--- src/verilog/bdPkg.sv ---
package bdPkg;

  ////////////////////////////////////////
  // widths

  localparam int wordWidth = 34;
  localparam int payloadWidth = 32;
  localparam int leafCount = 13;
  localparam int codeWidth = 4;
  localparam int recordWidth = codeWidth + payloadWidth;
  localparam int countWidth = 16;

  // log fifo sizing
  localparam int logDepth = 32;
  localparam int logPtrWidth = $clog2(logDepth);
  localparam int logCountWidth = $clog2(logDepth + 1);

  // route field widths of the two word views
  localparam int shortRouteWidth = 2;
  localparam int longRouteWidth = 7;

  ////////////////////////////////////////
  // leaves, value is the record code

  typedef enum logic [codeWidth-1:0] {
    DUMP_AM = 4'd0,
    DUMP_MM,
    DUMP_PAT,
    DUMP_POST_FIFO0,
    DUMP_POST_FIFO1,
    DUMP_PRE_FIFO,
    DUMP_TAT0,
    DUMP_TAT1,
    NRNI,
    OVFLW0,
    OVFLW1,
    RO_ACC,
    RO_TAT,
    INVALID
  } leafCode;

  // routes left-aligned in the word, same order as leafCode
  localparam logic [0:leafCount-1][wordWidth-1:0] routeTable = '{
    {6'b101000, {(wordWidth-6){1'b0}}},
    {6'b101001, {(wordWidth-6){1'b0}}},
    {5'b10101, {(wordWidth-5){1'b0}}},
    {6'b101110, {(wordWidth-6){1'b0}}},
    {6'b101111, {(wordWidth-6){1'b0}}},
    {6'b101101, {(wordWidth-6){1'b0}}},
    {4'b1000, {(wordWidth-4){1'b0}}},
    {4'b1001, {(wordWidth-4){1'b0}}},
    {2'b11, {(wordWidth-2){1'b0}}},
    {7'b1011000, {(wordWidth-7){1'b0}}},
    {7'b1011001, {(wordWidth-7){1'b0}}},
    {2'b01, {(wordWidth-2){1'b0}}},
    {2'b00, {(wordWidth-2){1'b0}}}
  };

  // prefix masks, one bit per route bit
  localparam logic [0:leafCount-1][wordWidth-1:0] routeMask = '{
    {{6{1'b1}}, {(wordWidth-6){1'b0}}},
    {{6{1'b1}}, {(wordWidth-6){1'b0}}},
    {{5{1'b1}}, {(wordWidth-5){1'b0}}},
    {{6{1'b1}}, {(wordWidth-6){1'b0}}},
    {{6{1'b1}}, {(wordWidth-6){1'b0}}},
    {{6{1'b1}}, {(wordWidth-6){1'b0}}},
    {{4{1'b1}}, {(wordWidth-4){1'b0}}},
    {{4{1'b1}}, {(wordWidth-4){1'b0}}},
    {{2{1'b1}}, {(wordWidth-2){1'b0}}},
    {{7{1'b1}}, {(wordWidth-7){1'b0}}},
    {{7{1'b1}}, {(wordWidth-7){1'b0}}},
    {{2{1'b1}}, {(wordWidth-2){1'b0}}},
    {{2{1'b1}}, {(wordWidth-2){1'b0}}}
  };

  ////////////////////////////////////////
  // funnel word views

  // tag leaves, 2-bit route over the full payload
  typedef struct packed {
    logic [shortRouteWidth-1:0] route;
    logic [payloadWidth-1:0] payload;
  } shortRouteView;

  // overflow leaves, 7-bit route field
  typedef struct packed {
    logic [longRouteWidth-1:0] route;
    logic [wordWidth-longRouteWidth-1:0] rest;
  } longRouteView;

  typedef union packed {
    shortRouteView shortView;
    longRouteView longView;
  } bdWord;

endpackage
--- src/verilog/bdReadout.sv ---
`timescale 1ns/1ps

module bdReadout (
  input  logic clk,
  input  logic rst,
  input  bdPkg::bdWord bdData,
  input  logic bdValid,
  output logic bdReady,
  output logic [bdPkg::recordWidth-1:0] logData,
  output logic logValid,
  input  logic logPop,
  output logic [bdPkg::countWidth-1:0] invalidCount,
  output logic [bdPkg::countWidth-1:0] tagCount,
  output logic [bdPkg::countWidth-1:0] ovflwCount0,
  output logic [bdPkg::countWidth-1:0] ovflwCount1
);
  import bdPkg::*;

  // decoder to writers
  leafCode tagCode;
  logic [payloadWidth-1:0] tagPayload;
  logic tagValid;
  logic tagReady;
  leafCode diagCode;
  logic [payloadWidth-1:0] diagPayload;
  logic diagValid;
  logic diagReady;

  // writers to arbiter
  logic tagReq;
  logic tagGrant;
  logic [recordWidth-1:0] tagRecord;
  logic diagReq;
  logic diagGrant;
  logic [recordWidth-1:0] diagRecord;

  // arbiter to log
  logic fifoFull;
  logic fifoWrite;
  logic [recordWidth-1:0] fifoRecord;

  ////////////////////////////////////////
  // datapath

  bdDecoder u_bdDecoder (
    .clk(clk), .rst(rst),
    .bdData(bdData), .bdValid(bdValid), .bdReady(bdReady),
    .tagCode(tagCode), .tagPayload(tagPayload),
    .tagValid(tagValid), .tagReady(tagReady),
    .diagCode(diagCode), .diagPayload(diagPayload),
    .diagValid(diagValid), .diagReady(diagReady),
    .invalidCount(invalidCount)
  );

  tagWriter u_tagWriter (
    .clk(clk), .rst(rst),
    .tagCode(tagCode), .tagPayload(tagPayload),
    .tagValid(tagValid), .tagReady(tagReady),
    .tagReq(tagReq), .tagRecord(tagRecord), .tagGrant(tagGrant),
    .tagCount(tagCount)
  );

  diagWriter u_diagWriter (
    .clk(clk), .rst(rst),
    .diagCode(diagCode), .diagPayload(diagPayload),
    .diagValid(diagValid), .diagReady(diagReady),
    .diagReq(diagReq), .diagRecord(diagRecord), .diagGrant(diagGrant),
    .ovflwCount0(ovflwCount0), .ovflwCount1(ovflwCount1)
  );

  // shared log
  logArbiter u_logArbiter (
    .clk(clk), .rst(rst),
    .tagReq(tagReq), .tagRecord(tagRecord), .tagGrant(tagGrant),
    .diagReq(diagReq), .diagRecord(diagRecord), .diagGrant(diagGrant),
    .fifoFull(fifoFull), .fifoWrite(fifoWrite), .fifoRecord(fifoRecord)
  );

  logFifo u_logFifo (
    .clk(clk), .rst(rst),
    .fifoWrite(fifoWrite), .fifoRecord(fifoRecord), .fifoFull(fifoFull),
    .logPop(logPop), .logData(logData), .logValid(logValid)
  );

endmodule

--- src/verilog/logFifo.sv ---
`timescale 1ns/1ps

module logFifo (
  input  logic clk,
  input  logic rst,
  input  logic fifoWrite,
  input  logic [bdPkg::recordWidth-1:0] fifoRecord,
  output logic fifoFull,
  input  logic logPop,
  output logic [bdPkg::recordWidth-1:0] logData,
  output logic logValid
);
  import bdPkg::*;

  logic [recordWidth-1:0] mem [logDepth];
  logic [logPtrWidth-1:0] wrPtr;
  logic [logPtrWidth-1:0] rdPtr;
  // occupancy includes the head register
  logic [logCountWidth-1:0] fill;
  logic pop;
  logic load;
  logic memEmpty;

  assign pop = logPop && logValid;
  assign memEmpty = (fill == logCountWidth'(logValid));
  // refill head when it is empty or leaving
  assign load = !memEmpty && (!logValid || pop);
  assign fifoFull = (fill == logCountWidth'(logDepth));

  ////////////////////////////////////////
  // pointers and count

  always_ff @(posedge clk) begin
    if (rst) begin
      wrPtr <= '0;
      rdPtr <= '0;
      fill <= '0;
      logValid <= 1'b0;
    end else begin
      if (fifoWrite) wrPtr <= wrPtr + 1'b1;
      if (load) rdPtr <= rdPtr + 1'b1;
      case ({fifoWrite, pop})
        2'b10: fill <= fill + 1'b1;
        2'b01: fill <= fill - 1'b1;
        default: fill <= fill;
      endcase
      if (load) begin
        logValid <= 1'b1;
      end else if (pop) begin
        logValid <= 1'b0;
      end
    end
  end

  // storage and head record
  always_ff @(posedge clk) begin
    if (fifoWrite) mem[wrPtr] <= fifoRecord;
    if (load) logData <= mem[rdPtr];
  end

endmodule

--- src/verilog/logArbiter.sv ---
`timescale 1ns/1ps

module logArbiter (
  input  logic clk,
  input  logic rst,
  input  logic tagReq,
  input  logic [bdPkg::recordWidth-1:0] tagRecord,
  output logic tagGrant,
  input  logic diagReq,
  input  logic [bdPkg::recordWidth-1:0] diagRecord,
  output logic diagGrant,
  input  logic fifoFull,
  output logic fifoWrite,
  output logic [bdPkg::recordWidth-1:0] fifoRecord
);
  import bdPkg::*;

  // set when the tag side won last
  logic lastTag;

  ////////////////////////////////////////
  // grant select

  always_comb begin
    tagGrant = 1'b0;
    diagGrant = 1'b0;
    // nothing moves while the log is full
    if (!fifoFull) begin
      if (tagReq && diagReq) begin
        // contention goes to whoever lost last time
        if (lastTag) diagGrant = 1'b1;
        else tagGrant = 1'b1;
      end else begin
        tagGrant = tagReq;
        diagGrant = diagReq;
      end
    end
  end

  always_ff @(posedge clk) begin
    if (rst) begin
      lastTag <= 1'b0;
    end else if (tagGrant) begin
      lastTag <= 1'b1;
    end else if (diagGrant) begin
      lastTag <= 1'b0;
    end
  end

  // write port mux
  assign fifoWrite = tagGrant || diagGrant;
  assign fifoRecord = diagGrant ? diagRecord : tagRecord;

endmodule

--- src/verilog/diagWriter.sv ---
`timescale 1ns/1ps

module diagWriter (
  input  logic clk,
  input  logic rst,
  input  bdPkg::leafCode diagCode,
  input  logic [bdPkg::payloadWidth-1:0] diagPayload,
  input  logic diagValid,
  output logic diagReady,
  output logic diagReq,
  output logic [bdPkg::recordWidth-1:0] diagRecord,
  input  logic diagGrant,
  output logic [bdPkg::countWidth-1:0] ovflwCount0,
  output logic [bdPkg::countWidth-1:0] ovflwCount1
);
  import bdPkg::*;

  logic held;
  logic accept;
  logic pop;
  logic isOv0;
  logic isOv1;
  logic repeatWarn;
  logic keep;

  ////////////////////////////////////////
  // handshake

  assign pop = diagReq && diagGrant;
  // slot frees in the same cycle it drains
  assign diagReady = !held || pop;
  assign accept = diagValid && diagReady;
  assign diagReq = held;

  // warning classes
  assign isOv0 = (diagCode == OVFLW0);
  assign isOv1 = (diagCode == OVFLW1);

  // later warnings of a class only bump the counter
  assign repeatWarn = (isOv0 && ovflwCount0 != '0) || (isOv1 && ovflwCount1 != '0);
  assign keep = accept && !repeatWarn;

  always_ff @(posedge clk) begin
    if (rst) begin
      held <= 1'b0;
      ovflwCount0 <= '0;
      ovflwCount1 <= '0;
    end else begin
      if (keep) begin
        held <= 1'b1;
      end else if (pop) begin
        held <= 1'b0;
      end
      if (accept && isOv0) ovflwCount0 <= ovflwCount0 + 1'b1;
      if (accept && isOv1) ovflwCount1 <= ovflwCount1 + 1'b1;
    end
  end

  ////////////////////////////////////////
  // record slot

  // dumps pass through untouched
  always_ff @(posedge clk) begin
    if (keep) diagRecord <= {diagCode, diagPayload};
  end

endmodule

--- src/verilog/tagWriter.sv ---
`timescale 1ns/1ps

module tagWriter (
  input  logic clk,
  input  logic rst,
  input  bdPkg::leafCode tagCode,
  input  logic [bdPkg::payloadWidth-1:0] tagPayload,
  input  logic tagValid,
  output logic tagReady,
  output logic tagReq,
  output logic [bdPkg::recordWidth-1:0] tagRecord,
  input  logic tagGrant,
  output logic [bdPkg::countWidth-1:0] tagCount
);
  import bdPkg::*;

  // two record slots, used as a tiny ring
  logic [recordWidth-1:0] slot [2];
  logic wrSel;
  logic rdSel;
  logic [1:0] fill;
  logic push;
  logic pop;

  assign tagReady = (fill != 2'd2);
  assign tagReq = (fill != 2'd0);
  assign tagRecord = slot[rdSel];
  assign push = tagValid && tagReady;
  assign pop = tagReq && tagGrant;

  always_ff @(posedge clk) begin
    if (rst) begin
      wrSel <= 1'b0;
      rdSel <= 1'b0;
      fill <= 2'd0;
      tagCount <= '0;
    end else begin
      if (push) wrSel <= ~wrSel;
      if (pop) rdSel <= ~rdSel;
      case ({push, pop})
        2'b10: fill <= fill + 2'd1;
        2'b01: fill <= fill - 2'd1;
        default: fill <= fill;
      endcase
      // one count per record handed to the log
      if (pop) tagCount <= tagCount + 1'b1;
    end
  end

  always_ff @(posedge clk) begin
    if (push) slot[wrSel] <= {tagCode, tagPayload};
  end

endmodule

--- src/verilog/bdDecoder.sv ---
`timescale 1ns/1ps

module bdDecoder (
  input  logic clk,
  input  logic rst,
  input  bdPkg::bdWord bdData,
  input  logic bdValid,
  output logic bdReady,
  output bdPkg::leafCode tagCode,
  output logic [bdPkg::payloadWidth-1:0] tagPayload,
  output logic tagValid,
  input  logic tagReady,
  output bdPkg::leafCode diagCode,
  output logic [bdPkg::payloadWidth-1:0] diagPayload,
  output logic diagValid,
  input  logic diagReady,
  output logic [bdPkg::countWidth-1:0] invalidCount
);
  import bdPkg::*;

  logic [leafCount-1:0] hit;
  leafCode leaf;
  logic [wordWidth-1:0] keepMask;
  logic [wordWidth-1:0] masked;
  logic [payloadWidth-1:0] payload;
  logic isTag;

  // stage state
  logic live;
  logic stageFull;
  logic stageTag;
  leafCode stageCode;
  logic [payloadWidth-1:0] stagePayload;
  logic load;
  logic leave;

  ////////////////////////////////////////
  // route match

  // all prefixes compared at once
  always_comb begin
    for (int i = 0; i < leafCount; i++) begin
      hit[i] = ((bdData & routeMask[i]) == routeTable[i]);
    end
  end

  // walk backwards so the earliest table entry wins
  always_comb begin
    leaf = INVALID;
    keepMask = '0;
    for (int i = leafCount - 1; i >= 0; i--) begin
      if (hit[i]) begin
        leaf = leafCode'(i);
        keepMask = ~routeMask[i];
      end
    end
  end

  assign masked = bdData & keepMask;

  // short and long views give the payload directly
  always_comb begin
    case (leaf)
      NRNI, RO_ACC, RO_TAT: payload = bdData.shortView.payload;
      OVFLW0, OVFLW1: payload = payloadWidth'(bdData.longView.rest);
      default: payload = masked[payloadWidth-1:0];
    endcase
  end

  assign isTag = (leaf == NRNI) || (leaf == RO_ACC) || (leaf == RO_TAT);

  ////////////////////////////////////////
  // output stage

  assign tagValid = stageFull && stageTag;
  assign diagValid = stageFull && !stageTag;
  assign leave = (tagValid && tagReady) || (diagValid && diagReady);
  // ready held low for the first cycle out of reset
  assign bdReady = live && (!stageFull || leave);
  assign load = bdValid && bdReady;

  always_ff @(posedge clk) begin
    if (rst) begin
      live <= 1'b0;
      stageFull <= 1'b0;
      invalidCount <= '0;
    end else begin
      live <= 1'b1;
      // invalid words vanish here
      if (load) begin
        stageFull <= (leaf != INVALID);
      end else if (leave) begin
        stageFull <= 1'b0;
      end
      if (load && leaf == INVALID) begin
        invalidCount <= invalidCount + 1'b1;
      end
    end
  end

  always_ff @(posedge clk) begin
    if (load) begin
      stageCode <= leaf;
      stagePayload <= payload;
      stageTag <= isTag;
    end
  end

  // both writers see the same word, valid picks the owner
  assign tagCode = stageCode;
  assign tagPayload = stagePayload;
  assign diagCode = stageCode;
  assign diagPayload = stagePayload;

endmodule

--- config.mk ---
export PLATFORM = sky130hd
export DESIGN_NAME = bdReadout
export DESIGN_NICKNAME = d
export VERILOG_FILES = /design/src/verilog/bdPkg.sv /design/src/verilog/bdReadout.sv /design/src/verilog/logFifo.sv /design/src/verilog/logArbiter.sv /design/src/verilog/diagWriter.sv /design/src/verilog/tagWriter.sv /design/src/verilog/bdDecoder.sv
export SDC_FILE = /design/constraint.sdc
export NUM_CORES = 2
export LEC_CHECK = 0
export BUFFER_PORTS_ARGS = -buffer_cell sky130_fd_sc_hd__buf_2
export CAP_MARGIN = 5
export CORE_UTILIZATION = 50
export CTS_CLUSTER_DIAMETER = 100
export CTS_CLUSTER_SIZE = 10
export DETAILED_ROUTE_END_ITERATION = 10
export HOLD_SLACK_MARGIN = 0.1
export PLACE_DENSITY = 0.66
export SLEW_MARGIN = 20
export SYNTH_ARGS = -nofsm -noshare
export SYNTH_HDL_FRONTEND = slang
export SYNTH_SLANG_ARGS = --single-unit
export TNS_END_PERCENT = 100
--- constraint.sdc ---
create_clock -name clk -period 4.04 [get_ports clk]
set_input_delay 1.01 -clock clk [delete_from_list [all_inputs] [get_ports clk]]
set_output_delay 1.01 -clock clk [all_outputs]
set_load 0.005 [all_outputs]
== Word level (Yosys, flattened, before mapping) ==
Memory sizes are Yosys's and may differ from the RTL's. A register that Yosys moved wholly into a read port is not among the register bits.
Cells that the tools add are included.

* Flip-flop bits (word level): 162
* Memory bits (writable): 1224
* Input port bits: 38
* Output and inout port bits: 102
* Logic and storage cells: 156
* Memories: 2

* Add/subtract/negate cells: 10
* Equality and inequality tests: 28
* Multiplexer cells: 51
* Bitwise logic cells: 3
* Reductions and logical operators: 43

{| class="wikitable"
|+ Memory list
! name !! depth !! bits a word !! rd ports !! clocked after Yosys merged registers in !! write ports !! RTL line !! source
|-
| u_logFifo.mem || 32 || 36 || 1 || 1 || 1 || logFifo.sv:15 || <nowiki>logic [recordWidth-1:0] mem [logDepth];</nowiki>
|-
| u_tagWriter.slot || 2 || 36 || 1 || 1 || 1 || tagWriter.sv:18 || <nowiki>logic [recordWidth-1:0] slot [2];</nowiki>
|}

{| class="wikitable"
|+ Operator list
! kind !! number
|-
| 32-bit 2-to-1 mux || 13
|-
| 16-bit by 1-bit adder with 16-bit output, second input constant || 4
|-
| 32-bit one-hot mux with 2 select lines || 1
|-
| 4-bit 2-to-1 mux || 12
|-
| 4-bit equality test, second input constant || 10
|-
| 6-bit equality test, second input constant || 6
|-
| 36-bit 2-to-1 mux || 1
|-
| 34-bit zero test || 1
|-
| 32-bit AND || 1
|-
| 16-bit nonzero test || 2
|-
| 1-bit 2-to-1 mux || 22
|-
| 1-bit logical AND || 17
|-
| 7-bit equality test, second input constant || 2
|-
| 2-bit nonzero test || 7
|-
| 6-bit one-hot mux with 2 select lines || 1
|-
| 5-bit by 1-bit adder with 5-bit output, second input constant || 2
|-
| 1-bit logical OR || 8
|-
| 6-bit by 1-bit adder with 6-bit output, second input constant || 1
|-
| 2-bit by 1-bit equality test with 1-bit output, second input constant || 3
|-
| 2-bit equality test, second input constant || 3
|-
| 6-bit by 1-bit equality test with 1-bit output || 1
|-
| 1-bit zero test || 6
|-
| 6-bit by 1-bit subtractor with 6-bit output, second input constant || 1
|-
| 5-bit equality test, second input constant || 1
|-
| other kinds (8) || 9
|}

== Logic depth before layout (Yosys ltp) ==
* Word-level depth: 17
* Mapped depth: 12
* Gate-level depth less buffers: 11

== Modules after synthesis ==
From an unflattened synthesis, not the netlist that was laid out.

* Cell total of the unflattened synthesis: 3008
* Area, all modules: 55488.2 sq um

{| class="wikitable"
|+ By module, submodules not included
! module !! times used !! cells each !! area an instance (sq um) !! seq. area each (sq um)
|-
| logFifo || 1 || 2333 || 46350.7 || 36014.5
|-
| tagWriter || 1 || 217 || 3499.6 || 2582.5
|-
| diagWriter || 1 || 238 || 2806.4 || 1741.7
|-
| bdDecoder || 1 || 170 || 2165.8 || 1471.4
|-
| logArbiter || 1 || 50 || 665.6 || 20.0
|}

== Least setup slack after synthesis ==
Ideal clock, no wire load.

* Path type: register to register
* Start: register u_tagWriter.fill[0]
* End: register u_bdDecoder.stageCode[0] (netlist: u_bdDecoder.diagCode[0]) (enable)
* Library setup time: 0.454 ns
* Arrival: 3.234 ns
* Setup slack: 0.352 ns
* Cell stages (with the launch flop): 7
* Path buffers: 2
* Path through: dfxtp_1 clkbuf_1 nor2_1 o22ai_4 a21o_1 buf_4 a31oi_1

* Longest elaborated chain between the ends: 11
* Elaborated cells between the ends (all ways): 13
* Classes of those cells: 1 x eq/ne; 2 x mux; 10 x reduce/logical

{| class="wikitable"
|+ Ends and longest elaborated chain
! element !! RTL line !! source
|-
| start, declared || tagWriter.sv:21 || <nowiki>logic [1:0] fill;</nowiki>
|-
| start signal, assigned || tagWriter.sv:41 || <nowiki>2'b10: fill <= fill + 2'd1;</nowiki>
|-
| start signal, assigned || tagWriter.sv:42 || <nowiki>2'b01: fill <= fill - 2'd1;</nowiki>
|-
| start signal, assigned || tagWriter.sv:43 || <nowiki>default: fill <= fill;</nowiki>
|-
| 2-bit nonzero test || tagWriter.sv:26 || <nowiki>assign tagReq = (fill != 2'd0);</nowiki>
|-
| 1-bit logical AND || logArbiter.sv:29 || <nowiki>if (tagReq && diagReq) begin</nowiki>
|-
| 1-bit 2-to-1 mux || logArbiter.sv:29 ||
|-
| 1-bit 2-to-1 mux || logArbiter.sv:28 || <nowiki>if (!fifoFull) begin</nowiki>
|-
| 1-bit logical AND || diagWriter.sv:29 || <nowiki>assign pop = diagReq && diagGrant;</nowiki>
|-
| 1-bit logical OR || diagWriter.sv:31 || <nowiki>assign diagReady = !held || pop;</nowiki>
|-
| 1-bit logical AND || bdDecoder.sv:77 || <nowiki>assign leave = (tagValid && tagReady) || (diagValid && diagReady);</nowiki>
|-
| 1-bit logical OR * || bdDecoder.sv:77 ||
|-
| 1-bit logical OR * || bdDecoder.sv:79 || <nowiki>assign bdReady = live && (!stageFull || leave);</nowiki>
|-
| 1-bit logical AND * || bdDecoder.sv:79 ||
|-
| 1-bit logical AND * || bdDecoder.sv:80 || <nowiki>assign load = bdValid && bdReady;</nowiki>
|-
| via u_bdDecoder.load || bdDecoder.sv:34 || <nowiki>logic load;</nowiki>
|-
| end signal, assigned || bdDecoder.sv:103 || <nowiki>stageCode <= leaf;</nowiki>
|-
| end, declared || bdDecoder.sv:32 || <nowiki>leafCode stageCode;</nowiki>
|}

The timed path passes the listed nets; every way through them passes the cells marked *.
A chain may end at the register's enable or synchronous reset.

== Worst setup path after layout ==
* Start: register u_logFifo.fill[1]
* End: output bdReady

* Longest elaborated chain between the ends: 8

{| class="wikitable"
|+ Ends and longest elaborated chain
! element !! RTL line !! source
|-
| start, declared || logFifo.sv:19 || <nowiki>logic [logCountWidth-1:0] fill;</nowiki>
|-
| start signal, assigned || logFifo.sv:43 || <nowiki>2'b10: fill <= fill + 1'b1;</nowiki>
|-
| start signal, assigned || logFifo.sv:44 || <nowiki>2'b01: fill <= fill - 1'b1;</nowiki>
|-
| start signal, assigned || logFifo.sv:45 || <nowiki>default: fill <= fill;</nowiki>
|-
| 6-bit equality test || logFifo.sv:28 || <nowiki>assign fifoFull = (fill == logCountWidth'(logDepth));</nowiki>
|-
| 1-bit 2-to-1 mux || logArbiter.sv:28 ||
|-
| 1-bit logical AND || diagWriter.sv:29 ||
|-
| 1-bit logical OR || diagWriter.sv:31 ||
|-
| 1-bit logical AND || bdDecoder.sv:77 ||
|-
| 1-bit logical OR || bdDecoder.sv:77 ||
|-
| 1-bit logical OR || bdDecoder.sv:79 ||
|-
| 1-bit logical AND || bdDecoder.sv:79 ||
|-
| end, declared || bdReadout.sv:8 || <nowiki>output logic bdReady,</nowiki>
|}

No other way between the ends.

==> flow_metrics.tcl <==
set metrics [dict create \
    endpoint "bdReady" \
    yosysSeqAreaShare_pct 77.2 \
    avgRoutedWirePerCell_um 31.6 \
    rr_worst_depth 6 \
    synth.area.top_cells "edfxtp_1, mux4_2, mux2i_1" \
    h-tree-depth 4 \
    hpwl_um 78100 \
    cts_setup_buffers 0 \
    syn_inst 2775 \
    pwr_density_cell_mw_per_mm2 631 \
    grt_pass1_vias 28700 \
    hp-class "input pin to register" \
    cts_sinks 1423 \
    numCtsBuffers 160 \
    syn_nets 2830 \
    period_needed_ns 3.80 \
    insertion_delay_ns 0.76 \
    rsz0062_at_grt "false" \
    dr.first_iter.drc_count 3587 \
    dieHeight_um 331 \
    endpoint_kind "primary output" \
    firstDrtPassIters 8 \
    slew_headroom_pct 28.6 \
    setup_viol 0 \
    m1WireLength_um 54800 \
    min_from "bdData[1]" \
    grt_max_degree 92 \
    start_util_pct 50.5 \
    grt_usage_pct 26.0 \
    crit_slowest_cell "or4_4" \
    outcome "finished, final reports clean" \
    portBuffers 139 \
    gp_congestion 0.831 \
    hold_viol_final 0 \
    grt_overflow_total 0 \
    r2r_slack_ns 1.01 \
    antenna_found_initial 0 \
    ir_drop_v 0.000464 \
    drive_above_1_share_pct 25.3 \
    fmax_mhz 263 \
    leakage_nw 19.6 \
    critical-path-max-stage-delay_ns 0.64 \
    synth_ff_type "edfxtp_1" \
    critPathLaunchType "register" \
    core_area_mm2 0.107 \
    ctsHoldBuffers 0 \
    cp-startpoint "u_logFifo.fill[1]$_SDFFE_PP0P_" \
    wl_met2_um 70600 \
    worst_pin_slew_ns 1.07 \
    rr_endpoint "u_logFifo.mem[7][4]$_DFFE_PP_" \
    die_w_um 331 \
    maxCapViolCount 0 \
    crit_required_ns 3.03 \
    dieArea_mm2 0.110 \
    final_common_cell "edfxtp_1" \
    timing.final.crit_share_pct 94.1 \
    remaining_drc_errors 0 \
    crit_chain "or4_4 > o22ai_4 > a21o_1 > buf_4 > nand3_1 > and2_1 > buf_2" \
    route.vias.total 28900 \
    routed_wl_um 142000 \
    path_class "register to primary output" \
    cts_resized 0 \
    wl_met3_um 12800 \
    rows 120 \
    dr.max_layer_used "met4" \
    fin_skew_ns 0.0322 \
    yosysTopAreaCell "edfxtp_1" \
    cp_max_fo 13 \
    io_pins 140 \
    netlist.area_leader.share_pct 73.9 \
    synth_area_per_cell_um2 19.5 \
    setup_tns_ns 0 \
    syn-cell-area_mm2 0.0542 \
    via_per_inst 6.42 \
    cts_root_buf "clkbuf_16" \
    ys_types 69 \
    synth_seq_cells 1423 \
    clk_pin_slew_ns 0.06 \
    slew_violations 0 \
    fin_util_pct 58.0 \
    yosys_warnings 0 \
    synthArstFlopShare_pct 0 \
    antenna_cells 0 \
    layout_common_cells "edfxtp_1, mux4_2, mux2i_1" \
    ant_nets 0 \
    clockBufferDepth 3 \
    arrival_ns 2.79 \
    nFillCells 7803 \
    cts_tree "yes" \
    synth-edff-count 1333 \
    r2r-start "u_logFifo.fill[0]$_SDFFE_PP0P_" \
    grt_pass1_wl_um 203000 \
    syn2layout_area_growth_pct 14.7 \
    final_nets 3101 \
]
-- area by class of cell --
type,count,area (um2),share of cell area (%)
multi-input combinational,1147,12000,19.2
inverter,28,105,0.169
clock inverter,12,154,0.248
clock buffer,201,4240,6.82
sequential,1423,41800,67.3
tap,1403,1760,2.82
timing repair buffer,286,2100,3.38
-- cells in the mapped netlist (3+ instances only) --
library cell,n
edfxtp_1,1333
mux4_2,216
mux2i_1,182
a21oi_1,133
nor2_1,131
clkbuf_1,110
dfxtp_1,90
a22oi_1,54
buf_2,49
o221ai_1,36
o22ai_1,36
nand2_1,32
a2111oi_0,31
a22o_1,28
xnor2_1,28
inv_1,27
nor2b_1,27
o21ai_0,24
nand3_1,18
ha_1,16
a211oi_1,13
buf_1,13
or3_1,12
and3_1,11
xor2_1,11
nand4_1,10
nor4_1,9
nor3_1,8
and2_1,7
and4_1,5
nand3b_1,5
a31o_2,4
mux2_2,4
nand2b_1,4
nor4b_1,4
or4_1,4
a21o_1,3
a31oi_1,3
buf_4,3
o31ai_1,3
-- per-layer routing --
layer	up-vias	GRT usage (%)
met5	-	0
li1	11800	-
met1	15200	35.0
met4	0	8.43
met2	1596	43.0
met3	264	4.75
-- worst min-delay path by stage --
| stage | to | slack, ns | cells past startpoint |
|---|---|---|---|
| after detailed placement | u_tagWriter.slot[1][18]$_DFFE_PP_ | 0.46 | 0 |
| final | u_bdDecoder.diagPayload[1]$_DFFE_PP_ | 0.43 | 1 |
| after floorplan | u_diagWriter.diagRecord[0]$_DFFE_PP_ | 0.44 | 0 |
| after global placement | u_bdDecoder.invalidCount[0]$_SDFFE_PP0P_ | 0.45 | 1 |
| after CTS | u_bdDecoder.diagPayload[1]$_DFFE_PP_ | 0.38 | 1 |
| after global routing | u_bdDecoder.diagPayload[26]$_DFFE_PP_ | 0.39 | 1 |
-- critical path: cells and delay by family, from the launching register on --
kind | cells | cell delay, ns
flip-flops | 1 | 0.34
AND/OR/NAND/NOR | 3 | 1.02
AO/OA/AOI/OAI | 2 | 0.35
buffers and inverters | 2 | 0.33
-- metrics by stage --
step	setup WS, ns	hold slack, ns	cells	total power [mW]	instance area, um2
4_1_cts	0.00400	0.384	4499	39.4	62100
3_3_place_gp	0.865	0.450	4286	26.6	57700
6_report	0.237	0.435	4500	39.2	62200
5_1_grt	0.116	0.393	4500	40.5	62200
2_1_floorplan	0.352	0.440	2775	23.7	54200
3_5_place_dp	0.855	0.456	4286	26.8	57700
-- power by group --
part	internal [mW]	leakage, nW	switching (mW)
logic	3.08	4.70	4.91
clock network	7.29	2.14	5.43
registers	18.1	12.8	0.483
total	28.4	19.6	10.8
-- registers in the layout (all words and copies together) (netlist names), 6 cells and up, named ones only --
name,flops
u_tagWriter.tagCount,16
u_diagWriter.ovflwCount0,16
u_logFifo.fill,6
u_logFifo.mem,1152
u_diagWriter.diagRecord,36
u_logFifo.logData,36
u_bdDecoder.diagPayload,32
u_diagWriter.ovflwCount1,16
u_bdDecoder.invalidCount,16
u_tagWriter.slot,72
-- cell families (layout without fill, tap and decap cells) --
family,count (synthesis),count (layout),synth area share (%)
and+or+nand+nor,295,295,2.71
DFF,1423,1423,77.2
muxes,402,402,12.4
AOI/OAI and AO/OA,394,394,5.06
adders and majority gates,17,17,0.406
buffers and inverters,205,527,1.58
xor gates and xnor gates,39,39,0.630
No activity file was read; power rests on OpenSTA's default activity.
